[src/io_cmd_pkg.sv]
// command codes, link types and SPI-side structs shared by the
// SPI front end and the register and keyboard decoders
`default_nettype none

package io_cmd_pkg;

	typedef logic [7:0] byte_t;
	// position of a byte within a frame, saturating at 15
	typedef logic [3:0] byte_idx_t;
	typedef logic [7:0] cmd_t;

	localparam cmd_t CMD_BUT_SW   = 8'h01;
	localparam cmd_t CMD_KBD      = 8'h05;
	localparam cmd_t CMD_STATUS8  = 8'h15;
	localparam cmd_t CMD_STATUS64 = 8'h1e;
	localparam cmd_t CMD_LEDS     = 8'h1f;
	// one command per joystick from here up
	localparam cmd_t CMD_JOY_BASE = 8'h60;

	// first reply byte of every frame
	localparam byte_t CORE_TYPE = 8'ha4;

	// one received byte, tagged with its frame position and command
	typedef struct packed {
		byte_t     data;
		byte_idx_t idx;
		cmd_t      cmd;
	} rx_byte_s;

	// layout of the button byte, MSB first
	typedef struct packed {
		logic       no_csync;
		logic       ypbpr;
		logic       scandoubler_disable;
		logic [1:0] switches;
		logic [1:0] buttons;
	} io_ctrl_s;

	typedef logic [31:0] joy_t;
	typedef logic [63:0] status_t;

endpackage

`default_nettype wire
[src/spi_sys_sync.sv]
// moves received SPI bytes into clk_sys and tags each one with
// its position in the frame and the frame's command byte
`timescale 1ns/1ns
`default_nettype none

module spi_sys_sync (
	input  logic                 clk_sys,
	input  logic                 spi_ss_io_i,
	input  io_cmd_pkg::byte_t    rx_data_i,
	input  logic                 byte_tgl_i,
	input  logic                 in_frame_i,
	output logic                 rx_valid_o,
	output io_cmd_pkg::rx_byte_s rx_o
);
	import io_cmd_pkg::*;

	logic [1:0] frame_q;
	logic [2:0] tgl_q = '0;
	logic       rx_valid;
	byte_idx_t  idx_r = '0;
	cmd_t       cmd_r;

	always_ff @(posedge clk_sys or posedge spi_ss_io_i) begin
		if (spi_ss_io_i)
			frame_q <= '0;
		else
			frame_q <= {frame_q[0], in_frame_i};
	end

	always_ff @(posedge clk_sys)
		tgl_q <= {tgl_q[1:0], byte_tgl_i};

	// rx_data_i has been stable since before the toggle changed
	assign rx_valid = tgl_q[1] ^ tgl_q[2];

	// a byte still in flight at frame end wins over the index clear
	always_ff @(posedge clk_sys) begin
		if (rx_valid) begin
			if (idx_r != '1)
				idx_r <= idx_r + 4'd1;
			if (idx_r == '0)
				cmd_r <= rx_data_i;
		end else if (!frame_q[1]) begin
			idx_r <= '0;
		end
	end

	assign rx_valid_o = rx_valid;
	assign rx_o = '{
		data: rx_data_i,
		idx:  idx_r,
		cmd:  (idx_r == '0) ? rx_data_i : cmd_r
	};

endmodule

`default_nettype wire

[config.mk]
export PLATFORM = sky130hd
export DESIGN_NAME = spi_sys_sync
export DESIGN_NICKNAME = d
export VERILOG_FILES = /design/src/io_cmd_pkg.sv /design/src/spi_sys_sync.sv
export SDC_FILE = /design/constraint.sdc
export NUM_CORES = 1
export LEC_CHECK = 0
export BUFFER_PORTS_ARGS = -buffer_cell sky130_fd_sc_hd__buf_2
export CAP_MARGIN = 20
export CORE_MARGIN = 2
export CORE_UTILIZATION = 45
export CTS_CLUSTER_SIZE = 10
export DETAILED_ROUTE_END_ITERATION = 6
export PLACE_DENSITY = 0.86
export SKIP_LAST_GASP = 1
export SLEW_MARGIN = 20
export SYNTH_ARGS = -nofsm -noshare
export SYNTH_HDL_FRONTEND = slang
export SYNTH_SLANG_ARGS = --single-unit
[constraint.sdc]
create_clock -name clk_sys -period 1.9 [get_ports clk_sys]
set_input_delay 0.095 -clock clk_sys [delete_from_list [all_inputs] [get_ports clk_sys]]
set_output_delay 0.095 -clock clk_sys [all_outputs]
set_load 0.03 [all_outputs]
* After elaboration in Yosys (flattened, before gate mapping)
Cells that the tools add are included.
** Storage, ports and cells
- Register bits after elaboration :: 17
- Output and inout port bits :: 21
** Cells by class
- $add $sub $neg :: 1
- Eq/ne operators :: 3
- Mux-type cells :: 4
- Bitwise gates (word level) :: 1
- Reduce and logical (&&, ||, !) cells :: 2
** Operator list (number)
- $mux 4 :: 3
- $mux 8 :: 1
- $add 4x1->4 const B :: 1
- $logic_not 4->1 :: 1
- $ne 4x4->1 const B :: 1
- $ne 2x1->1 const B :: 1
- $ne 2x2->1 const B :: 1
- $reduce_and 2->1 :: 1
- $xor 1x1->1 :: 1

* Logic depth before layout (Yosys ltp)
- Word-level depth :: 3
- Gate-level depth with buffers :: 4
- Mapped depth without buffers :: 4

* Least setup slack after synthesis
No wires, ideal clock.
- Path kind :: flip-flop to flip-flop
- From :: register, netlist name idx_r[0]
- To :: register cmd_r[0], data pin
- Arrival time :: 1.586 ns
- Data required time :: 1.611 ns
- Setup slack :: 0.025 ns
- Stages on the path, launching flop included :: 5
- Buffers on the path :: 0
- Cells stage by stage :: edfxtp_1 > inv_1 > ha_1 > nor3b_4 > mux2_2
** RTL lines
- end signal, assigned :: RTL line spi_sys_sync.sv:42 : cmd_r <= rx_data_i;
- end, declared :: RTL line spi_sys_sync.sv:21 : cmd_t cmd_r;

==> qor.csv <==
stage;metric;value;unit
synthesis;synth_top_family_by_area;multiplexers;
sta;setup_viol;0;
sta;tightest_slew;437.8;ps
clock_tree;htreeDepth;1;
cells_and_area;utilization;0.6981;
route;ant_nets;0;
route;drt_pre_antenna_iters;4;
sta;fin_crit;1850;ps
die;die_h;44.91;µm
die;rows;14;
critical_path;criticalPathCategory;reg -> out;
hold_path;hp-class;in -> reg;
synthesis;syn_area;753.2;µm²
power_and_ir_drop;p_sw;0.4504;mW
placed_design;dp_hpwl;931.2;µm
critical_path;critical_path.max_fanout;8;
synthesis;synth_cell_types;16;
placed_design;port_buffers;32;
clock_tree;cts_tree;built;
synthesis;yosys_register_bits;17;
cells_and_area;areaGrowthSynthToFinish;42.86;%
clock_tree;clock_sinks;17;
run;max_cap_violations;0;
synthesis;synthAdderAreaFrac;0.03322;
power_and_ir_drop;power_density;1203;nW/µm²
clock_tree;cts_root_buffer;clkbuf_4;
clock_tree;clk_pin_slew;100;ps
clock_tree;insertion_delay;300;ps
die;die_area;2017;µm²
global_routing;grt.total_usage;0.1523;
synthesis;yosysWarnings;0;
route;drc;0;
clock_tree;numCtsBuffers;3;
die;io_pins;33;
sta;slew_headroom;0.6998;
sta;hold_viol_final;0;
synthesis;yosys.area_share.simple;0.07973;
sta;grt_setup_unrepaired;yes;
synthesis;synth_xor_xnor_area_share;0.02326;
power_and_ir_drop;power.share.combinational;0.455;
cells_and_area;antenna_cells;0;
global_routing;grt_max_degree;11;
synthesis;netlist_instances;51;
sta;period_share;0.9735;
die;core_area;1541;µm²
synthesis;synth_compound_area_frac;0.006645;
synthesis;synthMuxAreaShare;0.1329;
critical_path;cp-end-kind;output port;
die;fp.dieW;44.91;µm
synthesis;ys_seq_area_frac;0.6246;
power_and_ir_drop;pwr-share-clk;0.151;
cells_and_area;layout-drive-gt1-share;0.6067;
outcome;status;complete, no violations;
critical_path;critical_path_arrival;1750;ps
route;vias;529;
sta;finClkSkew;11.63;ps
cells_and_area;final_nets;104;
synthesis;syn_nets;65;
synthesis;syn_area_per_cell;14.77;µm²
route;wire_per_inst;13.33;µm
global_routing;grt_pass1_wl;2.118;mm
power_and_ir_drop;power_leakage;0.5109;nW
critical_path;critPathLaunchType;flop;
die;start_util;0.4886;
power_and_ir_drop;p_int;0.8442;mW
sta;setup_ws;50.36;ps
placed_design;gp_congestion;0.7136;
power_and_ir_drop;swShare;0.3479;
power_and_ir_drop;power_frac_seq;0.394;
global_routing;grt_pass1_vias;524;
cells_and_area;final_cell_mix;buf_2 (24), edfxtp_1 (12), mux2_4 (8), buf_6 (8), buf_4 (6);
route;first_iter_violations;5;
route;via_per_inst;5.038;
global_routing;grt_overflow;0;
critical_path;cp_data_required_time;1800;ps
power_and_ir_drop;vdd_drop_max;0.7047;mV
clock_tree;cts.path.max_buffers;2;
sta;fmax;540.6;MHz
sta;drv_slew;0;
placed_design;place_ws;178.7;ps
route;wl;1.400;mm
cells_and_area;layout_commonest_cell;buf_2;
global_routing;antenna_found_initial;0;
-- what timing repair did --
action	CTS	global route
gates resized for setup	9	15
pin swaps	0	0
hold buffers	3	0
hold endpoints to repair	4	0
setup endpoints to repair	8	8
setup buffers	2	3
-- through the flow --
step	TNS [ps]	instance area [µm²]	cells	hold WS, ps	total power, mW
2_1_floorplan	0	753.2	51	-163.8	0.8272
3_3_place_gp	0	888.4	93	-58.64	0.9241
3_5_place_dp	0	888.4	93	-54.15	0.9368
4_1_cts	-1.262	997.2	102	120.5	1.204
5_1_grt	-107.2	1076	105	125.1	1.355
6_report	0	1076	105	124.6	1.295
-- worst paths after layout --
path | slack, ps | endpoint | start | depth (start not counted)
setup / recovery | 50 | rx_o[6] | idx_r[0] | 6
hold / removal | 120 | cmd_r[0] | rx_data_i[0] | 2
setup reg to reg | 210 | cmd_r[4] | idx_r[0] | 6
hold reg to reg | 360 | tgl_q[2] | tgl_q[1] | 0
max in group asynchronous | 1620 | frame_q[0] | spi_ss_io_i | 3
min in group asynchronous | 170 | frame_q[1] | spi_ss_io_i | 3
-- synthesized netlist by cell type (all sizes together) --
master	n	area share
dfrtp	2	0.066
edfxtp	12	0.48
mux2i	1	0.013
xnor2	2	0.023
dfxtp	3	0.080
buf	8	0.080
a21oi	1	0.0066
and3	1	0.010
mux2	8	0.12
and4	1	0.013
and2	1	0.0083
nor4	1	0.0083
nor2	3	0.015
ha	2	0.033
inv	4	0.020
nor3b	1	0.025
-- per-layer routing --
| metal | track usage | part of all wire | wire length [µm] | up-vias |
|---|---|---|---|---|
| li1 | - | - | - | 245 |
| met1 | 0.1597 | 0.42 | 586 | 251 |
| met2 | 0.2551 | 0.48 | 666 | 31 |
| met3 | 0.05600 | 0.084 | 117 | 2 |
| met4 | 0.1000 | 0.021 | 29 | 0 |
| met5 | 0 | 0 | 0 | - |
-- power by group through the flow --
stage,Combinational [mW],Clock (mW),Sequential [mW]
final,0.589,0.195,0.510
after CTS,0.492,0.203,0.509
after global routing,0.623,0.214,0.518
after global placement,0.408,0,0.516
after floorplan,0.277,0,0.550
after detailed placement,0.416,0,0.521
-- logic make-up after synthesis --
group,after synthesis
fa+ha+maj,2
mux,9
xor+xnor,2
simple gates,8
flops,17
compound gates,1
buf+inv,12
-- worst max-delay path, cell delays in order (launching register included) --
cell      delay [ps]
edfxtp_1         400
inv_1             80
ha_1             140
nor3b_4          220
buf_12           160
mux2_4           310
buf_6            140
-- final cells by class --
class	instances	area [µm²]
fill	120	465.4
clock buffer	3	22.52
inverter	4	15.01
clock inverter	1	5.005
tap	16	20.02
timing repair buffer	42	305.3
sequential	17	470.5
multi-input combinational	22	237.7
-- sequential cells by signal, summed over array words and instances, names as in the netlist --
| signal | cells |
|---|---|
| frame_q | 2 |
| cmd_r | 8 |
| tgl_q | 3 |
| idx_r | 4 |
No activity file was read; power rests on OpenSTA's default activity.
