<file path="src/ps2_pkg.sv">
// PS/2 keyboard path definitions: transmit states, key events and
// the default FIFO depth and clock divider
`default_nettype none

package ps2_pkg;

	typedef enum logic [2:0] {
		TX_IDLE,
		TX_START,
		TX_DATA,
		TX_PARITY,
		TX_STOP
	} ps2_tx_state_e;

	// pressed is 0 for a break code
	typedef struct packed {
		logic       pressed;
		logic       extended;
		logic [7:0] code;
	} key_event_s;

	// 16 byte FIFO
	localparam int PS2_FIFO_BITS = 4;
	// PS/2 clock half period is PS2_DIV+1 clk_sys cycles
	localparam int PS2_DIV = 100;

endpackage

`default_nettype wire

</file>
<file path="src/io_cmd_pkg.sv">
// command codes, link types and SPI-side structs shared by the
// SPI front end and the register and keyboard decoders
`default_nettype none

package io_cmd_pkg;

	typedef logic [7:0] byte_t;
	// position of a byte within a frame, saturating at 15
	typedef logic [3:0] byte_idx_t;
	typedef logic [7:0] cmd_t;

	localparam cmd_t CMD_BUT_SW   = 8'h01;
	localparam cmd_t CMD_KBD      = 8'h05;
	localparam cmd_t CMD_STATUS8  = 8'h15;
	localparam cmd_t CMD_STATUS64 = 8'h1e;
	localparam cmd_t CMD_LEDS     = 8'h1f;
	// one command per joystick from here up
	localparam cmd_t CMD_JOY_BASE = 8'h60;

	// first reply byte of every frame
	localparam byte_t CORE_TYPE = 8'ha4;

	// one received byte, tagged with its frame position and command
	typedef struct packed {
		byte_t     data;
		byte_idx_t idx;
		cmd_t      cmd;
	} rx_byte_s;

	// layout of the button byte, MSB first
	typedef struct packed {
		logic       no_csync;
		logic       ypbpr;
		logic       scandoubler_disable;
		logic [1:0] switches;
		logic [1:0] buttons;
	} io_ctrl_s;

	typedef logic [31:0] joy_t;
	typedef logic [63:0] status_t;

endpackage

`default_nettype wire
</file>
<file path="src/kbd_decoder.sv">
// keyboard frame decoder, turns scan code sequences into key events
// and forwards the raw bytes of accepted frames to the PS/2 FIFO
`timescale 1ns/1ns
`default_nettype none

module kbd_decoder (
	input  logic                   clk_sys,
	input  logic                   rx_valid_i,
	input  io_cmd_pkg::rx_byte_s   rx_i,
	input  logic                   fifo_ok_i,
	output ps2_pkg::key_event_s    key_o,
	output logic                   key_strobe_o,
	output logic                   push_o,
	output io_cmd_pkg::byte_t      push_data_o
);
	import io_cmd_pkg::*;
	import ps2_pkg::*;

	localparam byte_t KEY_EXT   = 8'he0;
	localparam byte_t KEY_BREAK = 8'hf0;

	logic       kbd_byte;
	logic       accept_r = 1'b0;
	logic       ext_r = 1'b0;
	logic       pressed_r = 1'b1;
	logic       ext_cur;
	logic       pressed_cur;
	key_event_s key_r = '0;
	logic       strobe_r = 1'b0;
	logic       push_r = 1'b0;
	byte_t      push_data_r;

	assign kbd_byte = rx_valid_i && rx_i.cmd == CMD_KBD && rx_i.idx != '0;

	// prefix flags start over with the first data byte
	assign ext_cur     = (rx_i.idx == 4'd1) ? 1'b0 : ext_r;
	assign pressed_cur = (rx_i.idx == 4'd1) ? 1'b1 : pressed_r;

	always_ff @(posedge clk_sys) begin
		strobe_r <= 1'b0;
		push_r   <= 1'b0;
		// room for the whole frame is decided on the command byte
		if (rx_valid_i && rx_i.idx == '0)
			accept_r <= (rx_i.data == CMD_KBD) && fifo_ok_i;
		if (kbd_byte) begin
			push_r      <= accept_r;
			push_data_r <= rx_i.data;
			ext_r       <= ext_cur;
			pressed_r   <= pressed_cur;
			if (rx_i.data == KEY_EXT) begin
				ext_r <= 1'b1;
			end else if (rx_i.data == KEY_BREAK) begin
				pressed_r <= 1'b0;
			end else begin
				key_r    <= '{pressed: pressed_cur, extended: ext_cur, code: rx_i.data};
				strobe_r <= 1'b1;
			end
		end
	end

	assign key_o        = key_r;
	assign key_strobe_o = strobe_r;
	assign push_o       = push_r;
	assign push_data_o  = push_data_r;

endmodule

`default_nettype wire

</file>
<file path="config.mk">
export PLATFORM = sky130hd
export DESIGN_NAME = kbd_decoder
export DESIGN_NICKNAME = d
export VERILOG_FILES = /design/src/ps2_pkg.sv /design/src/io_cmd_pkg.sv /design/src/kbd_decoder.sv
export SDC_FILE = /design/constraint.sdc
export NUM_CORES = 1
export LEC_CHECK = 0
export BUFFER_PORTS_ARGS = -buffer_cell sky130_fd_sc_hd__buf_2
export CELL_PAD_IN_SITES_DETAIL_PLACEMENT = 1
export CELL_PAD_IN_SITES_GLOBAL_PLACEMENT = 2
export CORE_MARGIN = 2
export CORE_UTILIZATION = 27
export CTS_BUF_LIST = sky130_fd_sc_hd__clkbuf_8
export DETAILED_ROUTE_END_ITERATION = 10
export GPL_ROUTABILITY_DRIVEN = 0
export PLACE_DENSITY_LB_ADDON = 0.1
export SLEW_MARGIN = 25
export SYNTH_ARGS = -nofsm -noshare
export SYNTH_HDL_FRONTEND = slang
export SYNTH_SLANG_ARGS = --single-unit
</file>
<file path="constraint.sdc">
create_clock -name clk_sys -period 2.3 [get_ports clk_sys]
set_input_delay 0.115 -clock clk_sys [delete_from_list [all_inputs] [get_ports clk_sys]]
set_output_delay 0.115 -clock clk_sys [all_outputs]
set_load 0.01 [all_outputs]
</file>
After elaboration in Yosys (flattened, before gate mapping)
Index checks and enable logic that the tools add are counted.

Multiplexer cells: 5. Bitwise operators: 3. Eq/ne operators: 5. Reduce and logical (&&, ||, !) cells: 8.

Operators by type and width (number): $eq A8 B3 Y1 const B (2); $eq A8 B8 Y1 const B (2); $mux W1 (5); $eq A4 B1 Y1 const B (1); $logic_and A1 B1 Y1 (4); $logic_not A4 Y1 (1); $reduce_bool A4 Y1 (1); $not A1 Y1 (3); $reduce_and A3 Y1 (1); $reduce_or A2 Y1 (1).

Register bits: 23.

Logic depth before layout (Yosys ltp)
Gate-level depths: netlist of the first run.

Word-level depth: 5. Gate-level depth with buffers: 3. Mapped depth without buffers: 3.

Least setup slack after synthesis of the first run
OpenSTA, ideal clock, no wires.

Path kind: input -> register. Start: in rx_i[5] in the netlist's numbering. End: reg key_r, in the netlist key_o[0], enable pin. Setup time: 0.377 ns. Required time: 1.923 ns. Path buffers: 0. Cell stages on the path: 3. Setup slack: -0.086 ns. Arrival: 2.008 ns. Cells stage by stage: or4_4 -> nor4_2 -> nor2b_1.

Cells in the longest elaborated chain, start to end: 4.

Ends and longest elaborated chain: from (decl) (RTL line kbd_decoder.sv:9) `input io_cmd_pkg::rx_byte_s rx_i,`; $eq A8 B3 Y1 (RTL line kbd_decoder.sv:33) `assign kbd_byte = rx_valid_i && rx_i.cmd == CMD_KBD && rx_i.idx != '0;`; $logic_and A1 B1 Y1 (2 in a row) (RTL line kbd_decoder.sv:33); via kbd_byte (RTL line kbd_decoder.sv:22) `logic kbd_byte;`; $reduce_and A3 Y1 (no line); to (signal assigned) (RTL line kbd_decoder.sv:55) `key_r <= '{pressed: pressed_cur, extended: ext_cur, code: rx_i.data};`; to (decl) (RTL line kbd_decoder.sv:28) `key_event_s key_r = '0;`.

The timed path passes the listed nets, and every way through them passes these cells. A chain may end at the register's enable or synchronous reset.

Final worst setup path of the first run
Start: in rx_i[5] in the netlist's numbering. End: reg key_r, in the netlist key_o[7], enable pin.

Same word-level chain as after synthesis.

==> summary.txt, run 1 <==
Post_cts resized -> 0
Post-CTS Setup Bufs -> 0
Fmax -> 0.644 GHz
Final WS setup -> 0.747 ns
DR WL/cell -> 13.3 microns
Total grt overflow -> 0
Die span in x -> 59.1 microns
Placed Cells -> 118
PwrDens -> 639 mW/mm^2
Seq cells post-synth -> 23
DR DRC count -> 0
Min-delay worst type -> in2reg
Status -> completed
Arrival time of the worst setup path -> 1.53 ns
Post-layout nets -> 115
Num CTS Buffers -> 3
Chip height -> 59.1 microns
HPWL after detailed placement -> 1.34 mm
Worst Hold Path EP -> push_data_o[7]$_DFFE_PP_
Syn nets -> 66
R2R Setup Slk -> 1.40 ns
RSZ-0062 raised after global routing -> false
Largest net degree at the start of global routing -> 14
Final Core Density -> 40.2%
Sequential area share after synthesis -> 81.8%
CTS tree -> yes
Hold Path Stages -> 1
Hold path start -> rx_i[19]
Critical Path Start Type -> primary input
Setup WS pre-CTS -> 0.456 ns
Global-route wire length before repair -> 2.58 mm
Peak supply drop -> 0.392 mV
Layout cells sized above 1 -> 57.1%
Avg Cell Area, Syn -> 19.1 sq um
Standard-cell rows -> 19
Crit Path Class -> in2reg
Period minus WS final -> 1.55 ns
Post-DR vias/cell -> 4.48
Clock Pin Slew Worst Setup and Hold Paths -> 0.07 ns
Met2 usage -> 17.5%
CTS Sinks -> 23
Mapped Cells -> 43
Worst path required time -> 2.27 ns
Clock tree buffer depth -> 2
Max Cap Viol -> 0
Commonest cells after routing, fill and taps aside -> buf_2 (42), edfxtp_1 (21), clkbuf_8 (3)
CTS H-tree lvls -> 1
Drt first pass iters -> 2
YS warnings -> 0
Setup TNS -> 0 ns
Hold buffer count at CTS -> 0
R2r endpoint -> ext_r$_SDFFCE_PP1P_
Final Skew -> 0.000291 ns
Grt met1 use -> 12.2%
Least-Margin Pin Slew -> 0.372 ns
Hold Violations, Final -> 0
Commonest non-fill, non-tap cell in the layout -> buf_2
Met3 Track Usage GR -> 4.59%
Die area -> 0.00349 sq mm
Input/output buffers -> 42
Vias in the first global route -> 571
Global route hottest layer -> met2
Layout Cells excl Fill -> 122
Synth-to-layout area growth -> 38.9%
Tcrit/Tclk final -> 67.5%
Final Max Tran Viols -> 0
Drt total wl -> 1.62 mm
1st-iter DRT viols -> 5
Slew HR -> 75.0%
CTS root buf -> clkbuf_8
Total GRT Usage -> 10.2%
RR Startpoint -> ext_r$_SDFFCE_PP1P_
R2R cell count -> 2
Clk_lat worst skew -> 0.25 ns
Kind of end point of the critical path -> flop
Ant. Diodes -> 0
Initial antenna violation count -> 0
Post-route ant nets -> 0
Vias -> 546
Io pins -> 43
Setup-failing EPs final -> 0
Total power draw -> 727 uW
Netlist cell types -> 17
Starting density of the core -> 29.0%
Synthesized area -> 820 sq um
Core Box Area -> 0.00283 sq mm
Pleak -> 0.000463 uW
Crit-path max FO -> 7
[cell usage after synthesis]
library cell   n  area share, %
edfxtp_1      21             77
a21o_1         2            1.8
and2_1         2            1.5
dfxtp_1        2            4.9
nor2b_1        2            1.5
nor4_1         2            1.5
nor4_2         2            3.1
a21boi_0       1           0.92
a21boi_1       1           0.92
and4_1         1            1.1
inv_1          1           0.46
nand2_1        1           0.46
nand4b_1       1            1.1
nor3_1         1           0.61
or3_1          1           0.76
or3b_2         1            1.1
or4_4          1            1.4
[flip-flops by register name, summed over array words and instances (netlist names)]
signal / flops
push_data_o: 8
ext_r: 1
push_o: 1
pressed_r: 1
accept_r: 1
key_o: 10
key_strobe_o: 1
[stage by stage]
stage | hold WS, ns | instance area, sq um
6_report | 0.0689 | 1140
5_1_grt | 0.0625 | 1140
4_1_cts | 0.0643 | 1140
3_5_place_dp | 0.336 | 1090
3_3_place_gp | 0.336 | 1090
2_1_floorplan | 0.214 | 828
[worst max-delay path, stage by stage]
cell,delay (ns)
buf_2,0.10
or4_4,0.53
nor4_4,0.24
nor2b_1,0.32
buf_4,0.22
[final cells by class]
cell class | count | area [sq um]
flip-flops and latches | 23 | 671
repair buffers | 44 | 225
clock inverters | 1 | 5.00
fillers | 311 | 1690
inverters | 1 | 3.75
well taps | 31 | 38.8
clock buffers | 3 | 41.3
multi-input cells | 19 | 154
[where the power goes]
| group | switching (uW) | internal, uW |
|---|---|---|
| registers | 0.203 | 455 |
| clock network | 117 | 120 |
| logic | 17.1 | 18.0 |
| total | 134 | 593 |
[worst max-delay path by stage]
stage	from	endpoint	slack [ns]	cells after the start
after floorplan	rx_i[5]	key_o[0]$_DFFE_PP_	0.16	3
after global placement	rx_i[5]	key_o[0]$_DFFE_PP_	0.46	5
after detailed placement	rx_i[5]	key_o[2]$_DFFE_PP_	0.46	5
after CTS	rx_i[5]	key_o[1]$_DFFE_PP_	0.73	5
after global routing	rx_i[5]	key_o[1]$_DFFE_PP_	0.62	5
final	rx_i[5]	key_o[7]$_DFFE_PP_	0.75	5
[metal layers]
layer  share of wire [%]  vias up
li1                    -      266
met1                  41      262
met2                  53       18
met3                 6.1        0
met4                   0        0
met5                   0        -
[logic make-up (layout without fill, tap and decap cells)]
logic type | after synthesis | in the layout | share of synthesized area (%)
simple gates | 15 | 15 | 14.0
buf+inv | 1 | 49 | 0.458
flops | 23 | 23 | 81.8
compound gates | 4 | 4 | 3.66
Note: power is estimated with default switching activity, not from simulation.
==> run 2: changes to the inputs <==
CORE_UTILIZATION = 29   (was 27)
clock period = 1.5 ns   (was 2.3 ns; I/O delays follow)
==> summary.txt, run 2 (synthesized netlist as in run 1, its figures left out) <==
Status -> completed
Kind of end point of the critical path -> flop
Input/output buffers -> 42 (unchanged)
Tcrit/Tclk final -> 85.6%
Global-route wire length before repair -> 2.79 mm (+8.3%)
CP Depth -> 4 (-1)
Starting density of the core -> 30.2% (+1.3 points)
Layout Cells excl Fill -> 121 (-0.82%)
CTS root buf -> clkbuf_8
Standard-cell rows -> 19 (unchanged)
Met2 wire len -> 754 microns (-11%)
HPWL after detailed placement -> 1.37 mm (+2.2%)
Placed inst area -> 0.00109 sq mm (+0.23%)
Post-DR vias/cell -> 4.62 (+3.2%)
Drt total wl -> 1.72 mm (+6.1%)
FF+latch area -> 671 sq um (unchanged)
PwrDens -> 989 mW/mm^2 (+55%)
Placed Cells -> 117 (-0.85%)
Max Cap Viol -> 0 (unchanged)
DR WL/cell -> 14.2 microns (+7.0%)
Critical Path Start Type -> primary input
Area occupied by multi-input gates -> 164 sq um (+6.5%)
Pleak -> 0.000459 uW (-0.90%)
Synth-to-layout area growth -> 39.2%
CP Capture Point -> key_o[0]$_DFFE_PP_
Period minus WS final -> 1.28 ns
Num CTS Buffers -> 3 (unchanged)
CP Cell Sequence -> buf_2 -> or4_4 -> nor4_4 -> nor2b_4
Drt first pass iters -> 4 (+2)
Post-route ant nets -> 0 (unchanged)
WL met3 -> 210 microns (+110%)
Max incr delay on CP -> 0.54 ns (about the same)
Total grt overflow -> 0 (unchanged)
CTS tree -> yes
Clock tree buffer depth -> 2 (unchanged)
Total GRT Usage -> 11.7% (+1.5 points)
RSZ-0062 raised after global routing -> false
Flip-flop count of the largest register after layout -> 10 (unchanged)
Final Max Tran Viols -> 0 (unchanged)
Slew HR -> 73.8% (-1.2 points)
Hold buffer count at CTS -> 0 (unchanged)
Hold Violations, Final -> 0 (unchanged)
Least-Margin Pin Slew -> 0.390 ns (+0.0182 ns)
Worst Path Buf+Inv -> 1 (-1)
Vias -> 559 (+2.4%)
Crit path from -> rx_i[5]
Largest net degree at the start of global routing -> 14 (unchanged)
Die span in x -> 57.2 microns (-3.3%)
Worst path required time -> 1.44 ns (-0.83 ns)
Fillers -> 297 (-4.5%)
Vias in the first global route -> 590 (+3.3%)
Core Box Area -> 0.00271 sq mm (-4.2%)
R2R cell count -> 2 (unchanged)
Wl on met1 -> 734 microns (+9.6%)
Commonest non-fill, non-tap cell in the layout -> buf_2
Clock Pin Slew Worst Setup and Hold Paths -> 0.08 ns (about the same)
Clk_lat worst skew -> 0.26 ns (about the same)
Layout cells sized above 1 -> 57.8% (+0.63 points)
Hold_ws -> 0.0273 ns (-0.0416 ns)
Crit-path max FO -> 10 (+3)
Io pins -> 43 (unchanged)
Slowest CP cell -> or4_4
Die area -> 0.00327 sq mm (-6.4%)
Peak supply drop -> 0.488 mV (+24%)
R2R Setup Slk -> 0.58 ns (-0.82 ns)
Commonest cells after routing, fill and taps aside -> buf_2 (42), edfxtp_1 (21), clkbuf_8 (3)
Ant. Diodes -> 0 (unchanged)
Fmax -> 0.779 GHz
DR DRC count -> 0 (unchanged)
RR Startpoint -> pressed_r$_DFFE_PP_
Initial antenna violation count -> 0 (unchanged)
Post-CTS Setup Bufs -> 0 (unchanged)
Final Skew -> 0.00361 ns (+0.00332 ns)
Final instance area -> 0.00114 sq mm (+0.22%)
Setup-failing EPs final -> 0 (unchanged)
CTS H-tree lvls -> 1 (unchanged)
Arrival time of the worst setup path -> 1.22 ns (-0.31 ns)
Min-delay worst type -> in2reg
Post_cts resized -> 0 (unchanged)
R2r endpoint -> pressed_r$_DFFE_PP_
Chip height -> 57.2 microns (-3.3%)
Crit Path Class -> in2reg
Worst path top cell family by delay -> simple AND/OR/NAND/NOR gates
Post-layout nets -> 114 (-0.87%)
Top routing layer used -> met4
CTS Sinks -> 23 (unchanged)
1st-iter DRT viols -> 6 (+1)
## run 2: through the flow
step,setup slack (ns),TNS (ns),power (uW),utilization [%]
floorplan,-0.261,-2.61,726,-
global route,0.163,0,1170,42.1
CTS,0.202,0,1140,42.1
global placement,-0.0464,-0.461,768,40.4
detailed placement,-0.0796,-0.793,769,40.4
finish,0.216,0,1130,42.1
## run 2: metal layers
metal,GRT usage (%),vias up
met1,15.4,257
met5,0,-
met2,17.2,33
li1,-,265
met3,4.08,4
met4,5.98,0
## run 2: cell type report
cell class	instances	area share [%]
clock buffers	3	3.62
clock inverters	1	0.439
inverters	1	0.329
multi-input cells	19	14.4
flip-flops and latches	23	58.8
well taps	31	3.40
repair buffers	43	19.1
## run 2: worst min path at each step
stage                         from                  endpoint  slack [ns]  depth (start not counted)
after floorplan           rx_i[12]        key_o[0]$_DFFE_PP_        0.17                          0
after global placement    rx_i[18]  push_data_o[6]$_DFFE_PP_        0.30                          1
after detailed placement  rx_i[18]  push_data_o[6]$_DFFE_PP_        0.30                          1
after CTS                 rx_i[18]  push_data_o[6]$_DFFE_PP_        0.02                          1
after global routing      rx_i[18]  push_data_o[6]$_DFFE_PP_        0.03                          1
final                     rx_i[18]  push_data_o[6]$_DFFE_PP_        0.03                          1
## run 2: where the power goes
part           switching (uW)  internal (uW)
Combinational            28.1           28.4
Sequential              0.293            697
Clock                     190            185
