==> src/ps2_pkg.sv <==
// PS/2 keyboard path definitions: transmit states, key events and
// the default FIFO depth and clock divider
`default_nettype none

package ps2_pkg;

	typedef enum logic [2:0] {
		TX_IDLE,
		TX_START,
		TX_DATA,
		TX_PARITY,
		TX_STOP
	} ps2_tx_state_e;

	// pressed is 0 for a break code
	typedef struct packed {
		logic       pressed;
		logic       extended;
		logic [7:0] code;
	} key_event_s;

	// 16 byte FIFO
	localparam int PS2_FIFO_BITS = 4;
	// PS/2 clock half period is PS2_DIV+1 clk_sys cycles
	localparam int PS2_DIV = 100;

endpackage

`default_nettype wire

==> src/io_cmd_pkg.sv <==
// command codes, link types and SPI-side structs shared by the
// SPI front end and the register and keyboard decoders
`default_nettype none

package io_cmd_pkg;

	typedef logic [7:0] byte_t;
	// position of a byte within a frame, saturating at 15
	typedef logic [3:0] byte_idx_t;
	typedef logic [7:0] cmd_t;

	localparam cmd_t CMD_BUT_SW   = 8'h01;
	localparam cmd_t CMD_KBD      = 8'h05;
	localparam cmd_t CMD_STATUS8  = 8'h15;
	localparam cmd_t CMD_STATUS64 = 8'h1e;
	localparam cmd_t CMD_LEDS     = 8'h1f;
	// one command per joystick from here up
	localparam cmd_t CMD_JOY_BASE = 8'h60;

	// first reply byte of every frame
	localparam byte_t CORE_TYPE = 8'ha4;

	// one received byte, tagged with its frame position and command
	typedef struct packed {
		byte_t     data;
		byte_idx_t idx;
		cmd_t      cmd;
	} rx_byte_s;

	// layout of the button byte, MSB first
	typedef struct packed {
		logic       no_csync;
		logic       ypbpr;
		logic       scandoubler_disable;
		logic [1:0] switches;
		logic [1:0] buttons;
	} io_ctrl_s;

	typedef logic [31:0] joy_t;
	typedef logic [63:0] status_t;

endpackage

`default_nettype wire
==> src/ps2_kbd_tx.sv <==
// transmit-only PS/2 keyboard port with a byte FIFO, its own clock
// divider and a start, data, parity, stop frame machine
`timescale 1ns/1ns
`default_nettype none

module ps2_kbd_tx #(
	parameter int PS2_DIV       = ps2_pkg::PS2_DIV,
	parameter int PS2_FIFO_BITS = ps2_pkg::PS2_FIFO_BITS
) (
	input  logic              clk_sys,
	input  logic              push_i,
	input  io_cmd_pkg::byte_t push_data_i,
	output logic              fifo_ok_o,
	output logic              ps2_clk_o,
	output logic              ps2_data_o
);
	import io_cmd_pkg::*;
	import ps2_pkg::*;

	localparam int DEPTH = 2 ** PS2_FIFO_BITS;
	localparam int DIV_W = $clog2(PS2_DIV + 1);
	// longest keyboard frame is e0 f0 code
	localparam int FRAME_ROOM = 4;

	logic [DIV_W-1:0]       div_cnt = '0;
	logic                   ps2_clk_r = 1'b0;
	logic                   clk_rise;
	byte_t                  fifo_mem [DEPTH];
	logic [PS2_FIFO_BITS:0] wptr = '0;
	logic [PS2_FIFO_BITS:0] rptr = '0;
	logic [PS2_FIFO_BITS:0] free;
	ps2_tx_state_e          state = TX_IDLE;
	byte_t                  shreg;
	logic [2:0]             bit_cnt;
	logic                   parity;
	logic                   data_r = 1'b1;

	always_ff @(posedge clk_sys) begin
		if (div_cnt == DIV_W'(PS2_DIV)) begin
			div_cnt   <= '0;
			ps2_clk_r <= ~ps2_clk_r;
		end else begin
			div_cnt <= div_cnt + 1'b1;
		end
	end

	assign clk_rise = (div_cnt == DIV_W'(PS2_DIV)) && !ps2_clk_r;

	assign free      = (PS2_FIFO_BITS + 1)'(DEPTH) - (wptr - rptr);
	assign fifo_ok_o = free >= (PS2_FIFO_BITS + 1)'(FRAME_ROOM);

	always_ff @(posedge clk_sys) begin
		if (push_i && free != '0) begin
			fifo_mem[wptr[PS2_FIFO_BITS-1:0]] <= push_data_i;
			wptr <= wptr + 1'b1;
		end
	end

	// everything moves with the rising PS/2 clock
	always_ff @(posedge clk_sys) begin
		if (clk_rise) begin
			case (state)
				TX_IDLE: begin
					data_r <= 1'b1;
					if (wptr != rptr) begin
						shreg  <= fifo_mem[rptr[PS2_FIFO_BITS-1:0]];
						rptr   <= rptr + 1'b1;
						parity <= 1'b1;
						data_r <= 1'b0;
						state  <= TX_START;
					end
				end
				TX_START, TX_DATA: begin
					if (state == TX_DATA && bit_cnt == '0) begin
						data_r <= parity;
						state  <= TX_PARITY;
					end else begin
						data_r  <= shreg[0];
						shreg   <= {1'b0, shreg[7:1]};
						parity  <= parity ^ shreg[0];
						bit_cnt <= (state == TX_START) ? 3'd1 : bit_cnt + 3'd1;
						state   <= TX_DATA;
					end
				end
				TX_PARITY: begin
					data_r <= 1'b1;
					state  <= TX_STOP;
				end
				default: state <= TX_IDLE;
			endcase
		end
	end

	assign ps2_clk_o  = ps2_clk_r || (state == TX_IDLE);
	assign ps2_data_o = data_r;

endmodule

`default_nettype wire

==> config.mk <==
export PLATFORM = sky130hd
export DESIGN_NAME = ps2_kbd_tx
export DESIGN_NICKNAME = d
export VERILOG_FILES = /design/src/ps2_pkg.sv /design/src/io_cmd_pkg.sv /design/src/ps2_kbd_tx.sv
export SDC_FILE = /design/constraint.sdc
export NUM_CORES = 1
export LEC_CHECK = 0
export BUFFER_PORTS_ARGS = -buffer_cell sky130_fd_sc_hd__buf_2
export CORE_MARGIN = 1.5
export CORE_UTILIZATION = 50
export DETAILED_ROUTE_END_ITERATION = 7
export PLACE_DENSITY = 0.66
export REMOVE_ABC_BUFFERS = 1
export SKIP_LAST_GASP = 1
export SYNTH_ARGS = -nofsm -noshare
export SYNTH_HDL_FRONTEND = slang
export SYNTH_SLANG_ARGS = --single-unit
==> constraint.sdc <==
create_clock -name clk_sys -period 5.28 [get_ports clk_sys]
set_input_delay 0 -clock clk_sys [delete_from_list [all_inputs] [get_ports clk_sys]]
set_output_delay 0 -clock clk_sys [all_outputs]
set_load 0.01 [all_outputs]
== Word-level counts from Yosys, hierarchy flattened ==
Memories as Yosys holds them, arrays and structs flattened. A register that Yosys moved wholly into a read port is not among the register bits.
Cells that the tools add are included.
W data, S select, Z words.

* $add $sub $neg: 6
* Magnitude comparators: 1
* Eq/ne operators: 7
* Multiplexer cells: 15
* Bitwise operators: 3
* Reductions and logical operators: 16

{| class="wikitable"
|+ Operators by type and width
! cell !! count
|-
| $mux W8 || 2
|-
| $pmux W8 S2 || 1
|-
| $add A5 B1 Y5 const B || 2
|-
| $pmux W3 S3 || 1
|-
| $add A7 B1 Y7 const B || 1
|-
| $eq A7 B7 Y1 const B || 1
|-
| $mux W1 || 7
|-
| $eq A3 B2 Y1 const B || 2
|-
| $logic_not A3 Y1 || 2
|-
| $reduce_and A3 Y1 || 2
|-
| $ge A5 B3 Y1 const B || 1
|-
| $ne A5 B5 Y1 || 1
|-
| $reduce_bool A5 Y1 || 1
|-
| $sub A5 B5 Y5 || 1
|-
| $sub A5 B5 Y5 const A || 1
|-
| $mux W4 || 1
|-
| $ne A2 B2 Y1 const B || 2
|-
| $reduce_and A2 Y1 || 2
|-
| $reduce_and A4 Y1 || 1
|-
| $add A3 B1 Y3 const B || 1
|-
| $eq A3 B1 Y1 const B || 1
|-
| $logic_and A1 B1 Y1 || 3
|-
| $mux W3 || 1
|-
| $pmux W1 S3 || 1
|-
| 8 further kinds || 9
|}

* Register bits after elaboration: 34
* RAM bits: 128
* Bits of input ports: 10
* Output and inout bits: 3
* Logic and storage cells: 58
* Memories: 1

{| class="wikitable"
|+ Memories
! name !! words !! bits a word !! rd ports !! clocked after Yosys merged registers in !! wr ports !! RTL line !! RTL
|-
| fifo_mem || 16 || 8 || 1 || 1 || 1 || ps2_kbd_tx.sv:28 || <nowiki>byte_t fifo_mem [DEPTH];</nowiki>
|}

== Longest topological paths before layout ==
Gate-level depths: netlist of run 1.

* Word-level depth: 6
* Mapped depth: 9
* Gate-level depth less buffers: 8

== Worst setup path after synthesis of run 1 ==
OpenSTA, ideal clock, no wires.

* Path kind: register -> register
* From: reg wptr[2]
* To: mem fifo_mem[10][0] (netlist name), enable pin
* Setup time: 0.375 ns
* Arrival: 2.393 ns
* Required time: 4.905 ns
* Setup slack: 2.511 ns
* Cell stages (with the launch flop): 9
* Clock period less this slack: 2.769 ns
* Cell sequence: edfxtp_1 -> inv_1 -> ha_1 -> ha_1 -> a21o_1 -> a21oi_1 -> xor3_1 -> buf_2 -> a21oi_1

* Word-level cells in the longest chain between the ends: 6

{| class="wikitable"
|+ RTL lines
! item !! RTL line !! RTL
|-
| from (decl) || ps2_kbd_tx.sv:29 || <nowiki>logic [PS2_FIFO_BITS:0] wptr = '0;</nowiki>
|-
| from (signal assigned) || ps2_kbd_tx.sv:55 || <nowiki>wptr <= wptr + 1'b1;</nowiki>
|-
| $sub A5 B5 Y5 (2 in series) || ps2_kbd_tx.sv:49 || <nowiki>assign free = (PS2_FIFO_BITS + 1)'(DEPTH) - (wptr - rptr);</nowiki>
|-
| $reduce_bool A5 Y1 || ps2_kbd_tx.sv:53 || <nowiki>if (push_i && free != '0) begin</nowiki>
|-
| $logic_and A1 B1 Y1 || ps2_kbd_tx.sv:53 ||
|-
| $mux W1 || ps2_kbd_tx.sv:53 ||
|-
| $mux W1 (not written as such) || ps2_kbd_tx.sv:54 || <nowiki>fifo_mem[wptr[PS2_FIFO_BITS-1:0]] <= push_data_i;</nowiki>
|-
| to (decl) || ps2_kbd_tx.sv:28 ||
|}

Parallel ways exist; a longest one is shown, timed or not.

== Worst setup path after layout of run 1 ==
* From: reg wptr[2]
* To: mem fifo_mem[11][6] (netlist name), enable pin

Same word-level chain as after synthesis.

==> results of run 1 <==
cells in the mapped netlist, types with 2 or more instances:
| library cell | instances |
|---|---|
| dfxtp_1 | 11 |
| ha_1 | 16 |
| inv_1 | 13 |
| nand3_1 | 21 |
| clkbuf_1 | 2 |
| edfxtp_1 | 155 |
| a211oi_1 | 8 |
| mux4_1 | 16 |
| xor2_1 | 8 |
| o22ai_1 | 5 |
| mux4_2 | 16 |
| nand2b_1 | 3 |
| a21o_1 | 6 |
| buf_12 | 2 |
| nand2_1 | 13 |
| nor2_1 | 15 |
| xnor2_1 | 10 |
| nor4b_2 | 2 |
| buf_4 | 2 |
| or2_2 | 2 |
| mux2_2 | 2 |
| a21oi_1 | 20 |
| mux2i_1 | 11 |
| nor2b_1 | 3 |
| buf_6 | 6 |
| buf_2 | 2 |
cell families (layout without fill, tap and decap cells):
family / count (synthesis) / count (layout) / synth area share, %
buffers and inverters: 29 / 61 / 2.84
XOR/XNOR: 19 / 19 / 2.56
AND/OR/NAND/NOR: 73 / 73 / 6.01
adder cells (fa/ha/maj): 17 / 17 / 3.10
flip-flops: 166 / 166 / 68.7
AO/OA/AOI/OAI: 43 / 43 / 3.74
multiplexers: 46 / 46 / 13.0
stage by stage:
stage / power, mW / cells / cell area (um^2) / util (%) / hold slack (ns)
5_1_grt: 3.40 / 605 / 7890 / 56.8 / 0.0192
4_1_cts: 3.30 / 605 / 7890 / 56.8 / 0.00992
3_5_place_dp: 2.00 / 573 / 7270 / 52.3 / 0.410
6_report: 3.28 / 605 / 7890 / 56.8 / 0.0184
3_3_place_gp: 1.99 / 573 / 7270 / 52.3 / 0.423
2_1_floorplan: 1.87 / 377 / 6940 / - / 0.0989
power by group through the flow:
| stage | clock network (mW) | logic (mW) | registers [mW] |
|---|---|---|---|
| 2_1_floorplan | 0 | 0.236 | 1.63 |
| 3_3_place_gp | 0 | 0.349 | 1.64 |
| 3_5_place_dp | 0 | 0.356 | 1.64 |
| 4_1_cts | 1.33 | 0.359 | 1.62 |
| 5_1_grt | 1.37 | 0.400 | 1.63 |
| 6_report | 1.31 | 0.353 | 1.62 |
how the worst max path moves through the flow:
stage	endpoint	startpoint	slack [ns]
6_report	fifo_mem[11][6]	wptr[2]	2.03
3_3_place_gp	fifo_mem[2][3]	wptr[2]	2.12
5_1_grt	fifo_mem[4][0]	wptr[2]	1.85
3_5_place_dp	fifo_mem[3][3]	wptr[2]	2.05
2_1_floorplan	wptr[0]	wptr[1]	2.20
4_1_cts	fifo_mem[3][2]	wptr[2]	2.02
cell type report:
| class | instances | area, um^2 |
|---|---|---|
| Inverter | 13 | 48.8 |
| Multi-Input combinational cell | 198 | 2030 |
| Timing Repair Buffer | 16 | 90.1 |
| Clock buffer | 19 | 433 |
| Fill cell | 1068 | 5990 |
| Tap cell | 180 | 225 |
| Sequential cell | 166 | 4870 |
| Clock inverter | 13 | 191 |
routing by layer:
layer  vias up  wire (um)  track usage, %
met5         -          0               0
met4         0        174            6.61
met3        14        775            4.87
met2       101       6790            32.6
met1      1776       6440            29.7
li1       1606          -               -
registers in the layout (all words and copies together), names as in the netlist, named ones only:
name	flops
state	3
div_cnt	7
bit_cnt	3
rptr	5
shreg	8
fifo_mem	128
parity	1
ps2_clk_r	1
wptr	5
ps2_data_o	1
==> metrics, run 1 <==
status finished, final reports clean; Post-CTS Setup Bufs 0; Place WS 2.05 ns; GPL Wtd Cong 0.919; remaining antenna violation count 0; unrepaired setup endpoints after global routing no; worst path arrival time 3.30 ns; CTS tree yes; detailed-route via count 3497; chip width 122 um; worst slew pin tran 0.837 ns; clk slew on worst S/H paths 0.06 ns; main area contributors after synthesis edfxtp_1 (66%), mux4_1 (5.9%), mux4_2 (5.1%), dfxtp_1 (3.1%), ha_1 (2.8%); CP top delay family compound AO/OA/AOI/OAI gates; layout cells sized above 1 17.2%; CTS hold repair buffers 0; cell count along the critical path 7; EDFF count, synth 155; Post-Syn Area 7090 um^2; nets 439; total grt overflow 0; internal power 2.49 mW; DRT Pass-1 Iters 5; Worst setup EP type flop; r2r endpoint fifo_mem[11][6]; Tcrit/Tclk final 61.5%; Final Hold Vio Count 0; Yosys warnings 0; Slowest-stage cell, CP a21oi_1; gr usage total 21.0%; worst path cell trace inv_1 > ha_1 > ha_1 > a21o_1 > a21oi_1 > xor3_1 > a21oi_1; R2R Setup Slk 2.03 ns; Buf/Inv on CP 1; Sw Pwr 0.787 mW; reg2reg start wptr[2]; post-synthesis async set-or-reset flop share 0%; Hold Crit Start push_data_i[7]; power density cells 416 nW/um^2; Pins Over Slew Limit 0; leak pwr 2.70 nW; Setup TNS 0 ns; Port Buf Inserts 12; Die Ht 122 um; H-tree levels 4; commonest non-fill, non-tap cell in the layout edfxtp_1; clk root buf clkbuf_16; initial antenna violation count 0; crit path kind reg -> reg; clock power share 39.9%; die footprint 14900 um^2; IO Pins 13; sequential element share of the synthesized area 68.7%; Gate Count Post-Synth 393; Sequential Power Share 49.3%; # Max-Cap Violations 0; Tightest Hold Check Type in -> reg; Iter 0 DRT Violations 372; logic gate share of total power 10.8%; clock sink total 166; Remaining DRCs 0; Hold Path Sink fifo_mem[12][7]; Max clock buf depth 2; register bit total from synthesis 166; critical path fanouts, max 18; Inserted Clock Buffers 17; highest-count cells in the layout ignoring fill and taps edfxtp_1 (155), nand3_1 (21), a21oi_1 (20); final setup fails 0; clk_lat worst skew 0.42 ns; post-DP HPWL 9.57 mm; Worst R2R Path Depth 7; wire per inst 23.4 um; first-pass GRT wire length 21.7 mm; CP peak stage delay 0.79 ns; area of the core 13900 um^2; WL final 14.2 mm; Rel. slew slack 44.1%; area share of the largest cell type after synthesis 65.6%; crit path time final 3.25 ns; Layout Skew 0.00931 ns; WHS Path Cells 1; Worst Slack Setup Final 2.03 ns; number of core rows 43; Worst Setup Start Kind flop; number of diodes 0; Post-synth top flop edfxtp_1; syn_area_per_cell 18.1 um^2; cts repair resizes 0; Peak Freq 308 MHz; sw frac 24.0%; Yosys cell types 49; Layout area overhead 11.2%; Synth area leader edfxtp_1; worst vdd ir 0.251 mV; Initial Util 51.1%; routed vias/inst 5.78; worst endpoint required time 5.33 ns; vias in the first global route 3518; largest net degree at the start of global routing 26
Power figures use the tool's default switching activity.
==> inputs of run 2 (changes only) <==
- PLACE_DENSITY: 0.66 -> 0.68
- clock period: 5.28 -> 2.7 ns (I/O delays scaled with it)
==> run 2 against run 1 <==
- die area unchanged
- worst setup slack worse by 2.0 ns
- power rose by 94%
- clock power increased by 83%
- clock skew fell by 0.0018 ns
- count of clock-buffer cells in the layout down 2
- critical path depth grew 2
- via count increased by 6.3%
- final area increased by 5.2%
- combinational power rose by 130%
- first-iteration DRC count up 20%
- utilization rose by 3.0 points
==> metrics, run 2 (synthesis gave the netlist of run 1 again) <==
worst slew pin tran 0.668 ns (was 0.837 ns); Worst R2R Path Depth 9 (was 7); CTS tree yes (unchanged); WL final 14.2 mm (about the same); vias in the first global route 3710 (was 3518); highest-count cells in the layout ignoring fill and taps edfxtp_1 (155), buf_4 (30), nand3_1 (21) (was edfxtp_1 (155), nand3_1 (21), a21oi_1 (20)); Rel. slew slack 55.4% (was 44.1%); Remaining DRCs 0 (unchanged); CP top delay family adder cells (was compound AO/OA/AOI/OAI gates); number of core rows 43 (unchanged); Worst Slack Setup Final 0.0307 ns (was 2.03 ns); register area 4870 um^2 (unchanged); clk slew on worst S/H paths 0.07 ns (was 0.06 ns); commonest non-fill, non-tap cell in the layout edfxtp_1 (unchanged); Inserted Clock Buffers 17 (unchanged); area of the core 13900 um^2 (unchanged); worst path cell trace inv_2 > ha_4 > ha_1 > a21o_1 > a21oi_2 > xor3_1 > buf_12 > a21oi_1 > buf_4 (was inv_1 > ha_1 > ha_1 > a21o_1 > a21oi_1 > xor3_1 > a21oi_1); status finished, final reports clean (unchanged); Die Ht 122 um (unchanged); reg2reg start wptr[2] (unchanged); wire per inst 22.1 um (was 23.4 um); Tcrit/Tclk final 98.9% (was 61.5%); layout cells sized above 1 27.3% (was 17.2%); first-pass GRT wire length 21.4 mm (was 21.7 mm); crit path from wptr[2] (unchanged); DRT Pass-1 Iters 5 (unchanged); Slowest-stage cell, CP xor3_1 (was a21oi_1); Max clock buf depth 2 (unchanged); fin cells 645 (was 605); max reg flops 128 (unchanged); total grt overflow 0 (unchanged); hold slack final 0.00809 ns (was 0.0184 ns); Iter 0 DRT Violations 445 (was 372); Worst Setup Start Kind flop (unchanged); clock sink total 166 (unchanged); critical path endpoint fifo_mem[2][1] (was fifo_mem[11][6]); routed vias/inst 5.76 (was 5.78); critical path fanouts, max 18 (unchanged); Power, Total 6.36 mW (was 3.28 mW); detailed-route via count 3718 (was 3497); clk root buf clkbuf_16 (unchanged); post-DP HPWL 9.39 mm (was 9.57 mm); CP peak stage delay 0.47 ns (was 0.79 ns); worst vdd ir 0.525 mV (was 0.251 mV); final setup fails 0 (unchanged); crit path time final 2.67 ns (was 3.25 ns); area of the multi-input gates 2110 um^2 (was 2030 um^2); H-tree levels 4 (unchanged); chip width 122 um (unchanged); GPL Wtd Cong 0.819 (was 0.919); clk_lat worst skew 0.43 ns (was 0.42 ns); Initial Util 51.1% (unchanged); worst endpoint required time 2.84 ns (was 5.33 ns); worst path arrival time 2.81 ns (was 3.30 ns); unrepaired setup endpoints after global routing yes (was no); nets 479 (was 439); power density cells 766 nW/um^2 (was 416 nW/um^2); die footprint 14900 um^2 (unchanged); IO Pins 13 (unchanged); Pins Over Slew Limit 0 (unchanged); initial antenna violation count 0 (unchanged); r2r endpoint fifo_mem[2][1] (was fifo_mem[11][6]); Place WS 0.0854 ns (was 2.05 ns); fill count 1007 (was 1068); gr usage total 20.6% (was 21.0%); R2R Setup Slk 0.03 ns (was 2.03 ns); Placed Cells 601 (was 573); Peak Freq 375 MHz (was 308 MHz); cell count along the critical path 9 (was 7); Setup TNS 0 ns (unchanged); Final Hold Vio Count 0 (unchanged); Port Buf Inserts 12 (unchanged); number of diodes 0 (unchanged); leak pwr 2.89 nW (was 2.70 nW); Layout Skew 0.00751 ns (was 0.00931 ns); largest net degree at the start of global routing 23 (was 26); remaining antenna violation count 0 (unchanged); Tightest Hold Check Type in -> reg (unchanged); # Max-Cap Violations 0 (unchanged); Buf/Inv on CP 3 (was 1); crit path kind reg -> reg (unchanged); Layout area overhead 17.0% (was 11.2%); Worst setup EP type flop (unchanged)
==> run 2: changes by cell type in the layout (fill, tap and decap cells not counted), sizes merged <==
cell	previous run	this run
buf	16	51
bufinv	4	2
clkbuf	19	17
clkinv	2	4
clkinvlp	1	3
dlygate4sd3	0	5
==> run 2: metrics by stage <==
step | area [um^2] | util (%)
after floorplan | 6940 | -
after global placement | 7490 | 54.0
after CTS | 8120 | 58.5
after detailed placement | 7490 | 54.0
final | 8300 | 59.8
after global routing | 8300 | 59.8
==> run 2: cell type report <==
type	instances	area share [%]
clock buffers	17	5.12
clock inverters	15	2.00
inverters	13	0.588
multi-input cells	198	25.4
flip-flops and latches	166	58.7
well taps	180	2.71
repair buffers	56	5.47
==> run 2: power breakdown <==
group	switching, mW	total, mW	internal [mW]
combinational	0.483	0.802	0.319
sequential	0.0858	3.16	3.07
clock	1.02	2.40	1.38
total	1.59	6.36	4.77
==> run 2: worst min-delay path by stage <==
stage / cells past startpoint / end / from
floorplan: 0 / fifo_mem[0][0] / push_data_i[0]
global placement: 1 / ps2_data_o / ps2_data_o
detailed placement: 1 / ps2_data_o / ps2_data_o
CTS: 1 / fifo_mem[6][6] / push_data_i[6]
global route: 1 / fifo_mem[14][2] / push_data_i[2]
finish: 1 / fifo_mem[1][2] / push_data_i[2]
==> run 2: what timing repair did <==
item | in CTS | in global routing
hold endpoints to repair | 55 | 2
buffers inserted | 0 | 5
setup endpoints to repair | 0 | 133
hold buffers | 4 | 1
gates resized for setup | 0 | 29
==> run 2: per-layer routing <==
metal,GRT usage [%],vias to the layer above,wire (um)
li1,-,1679,-
met1,28.1,1881,6090
met2,32.0,136,6990
met3,5.90,22,923
met4,7.19,0,228
met5,0,-,0
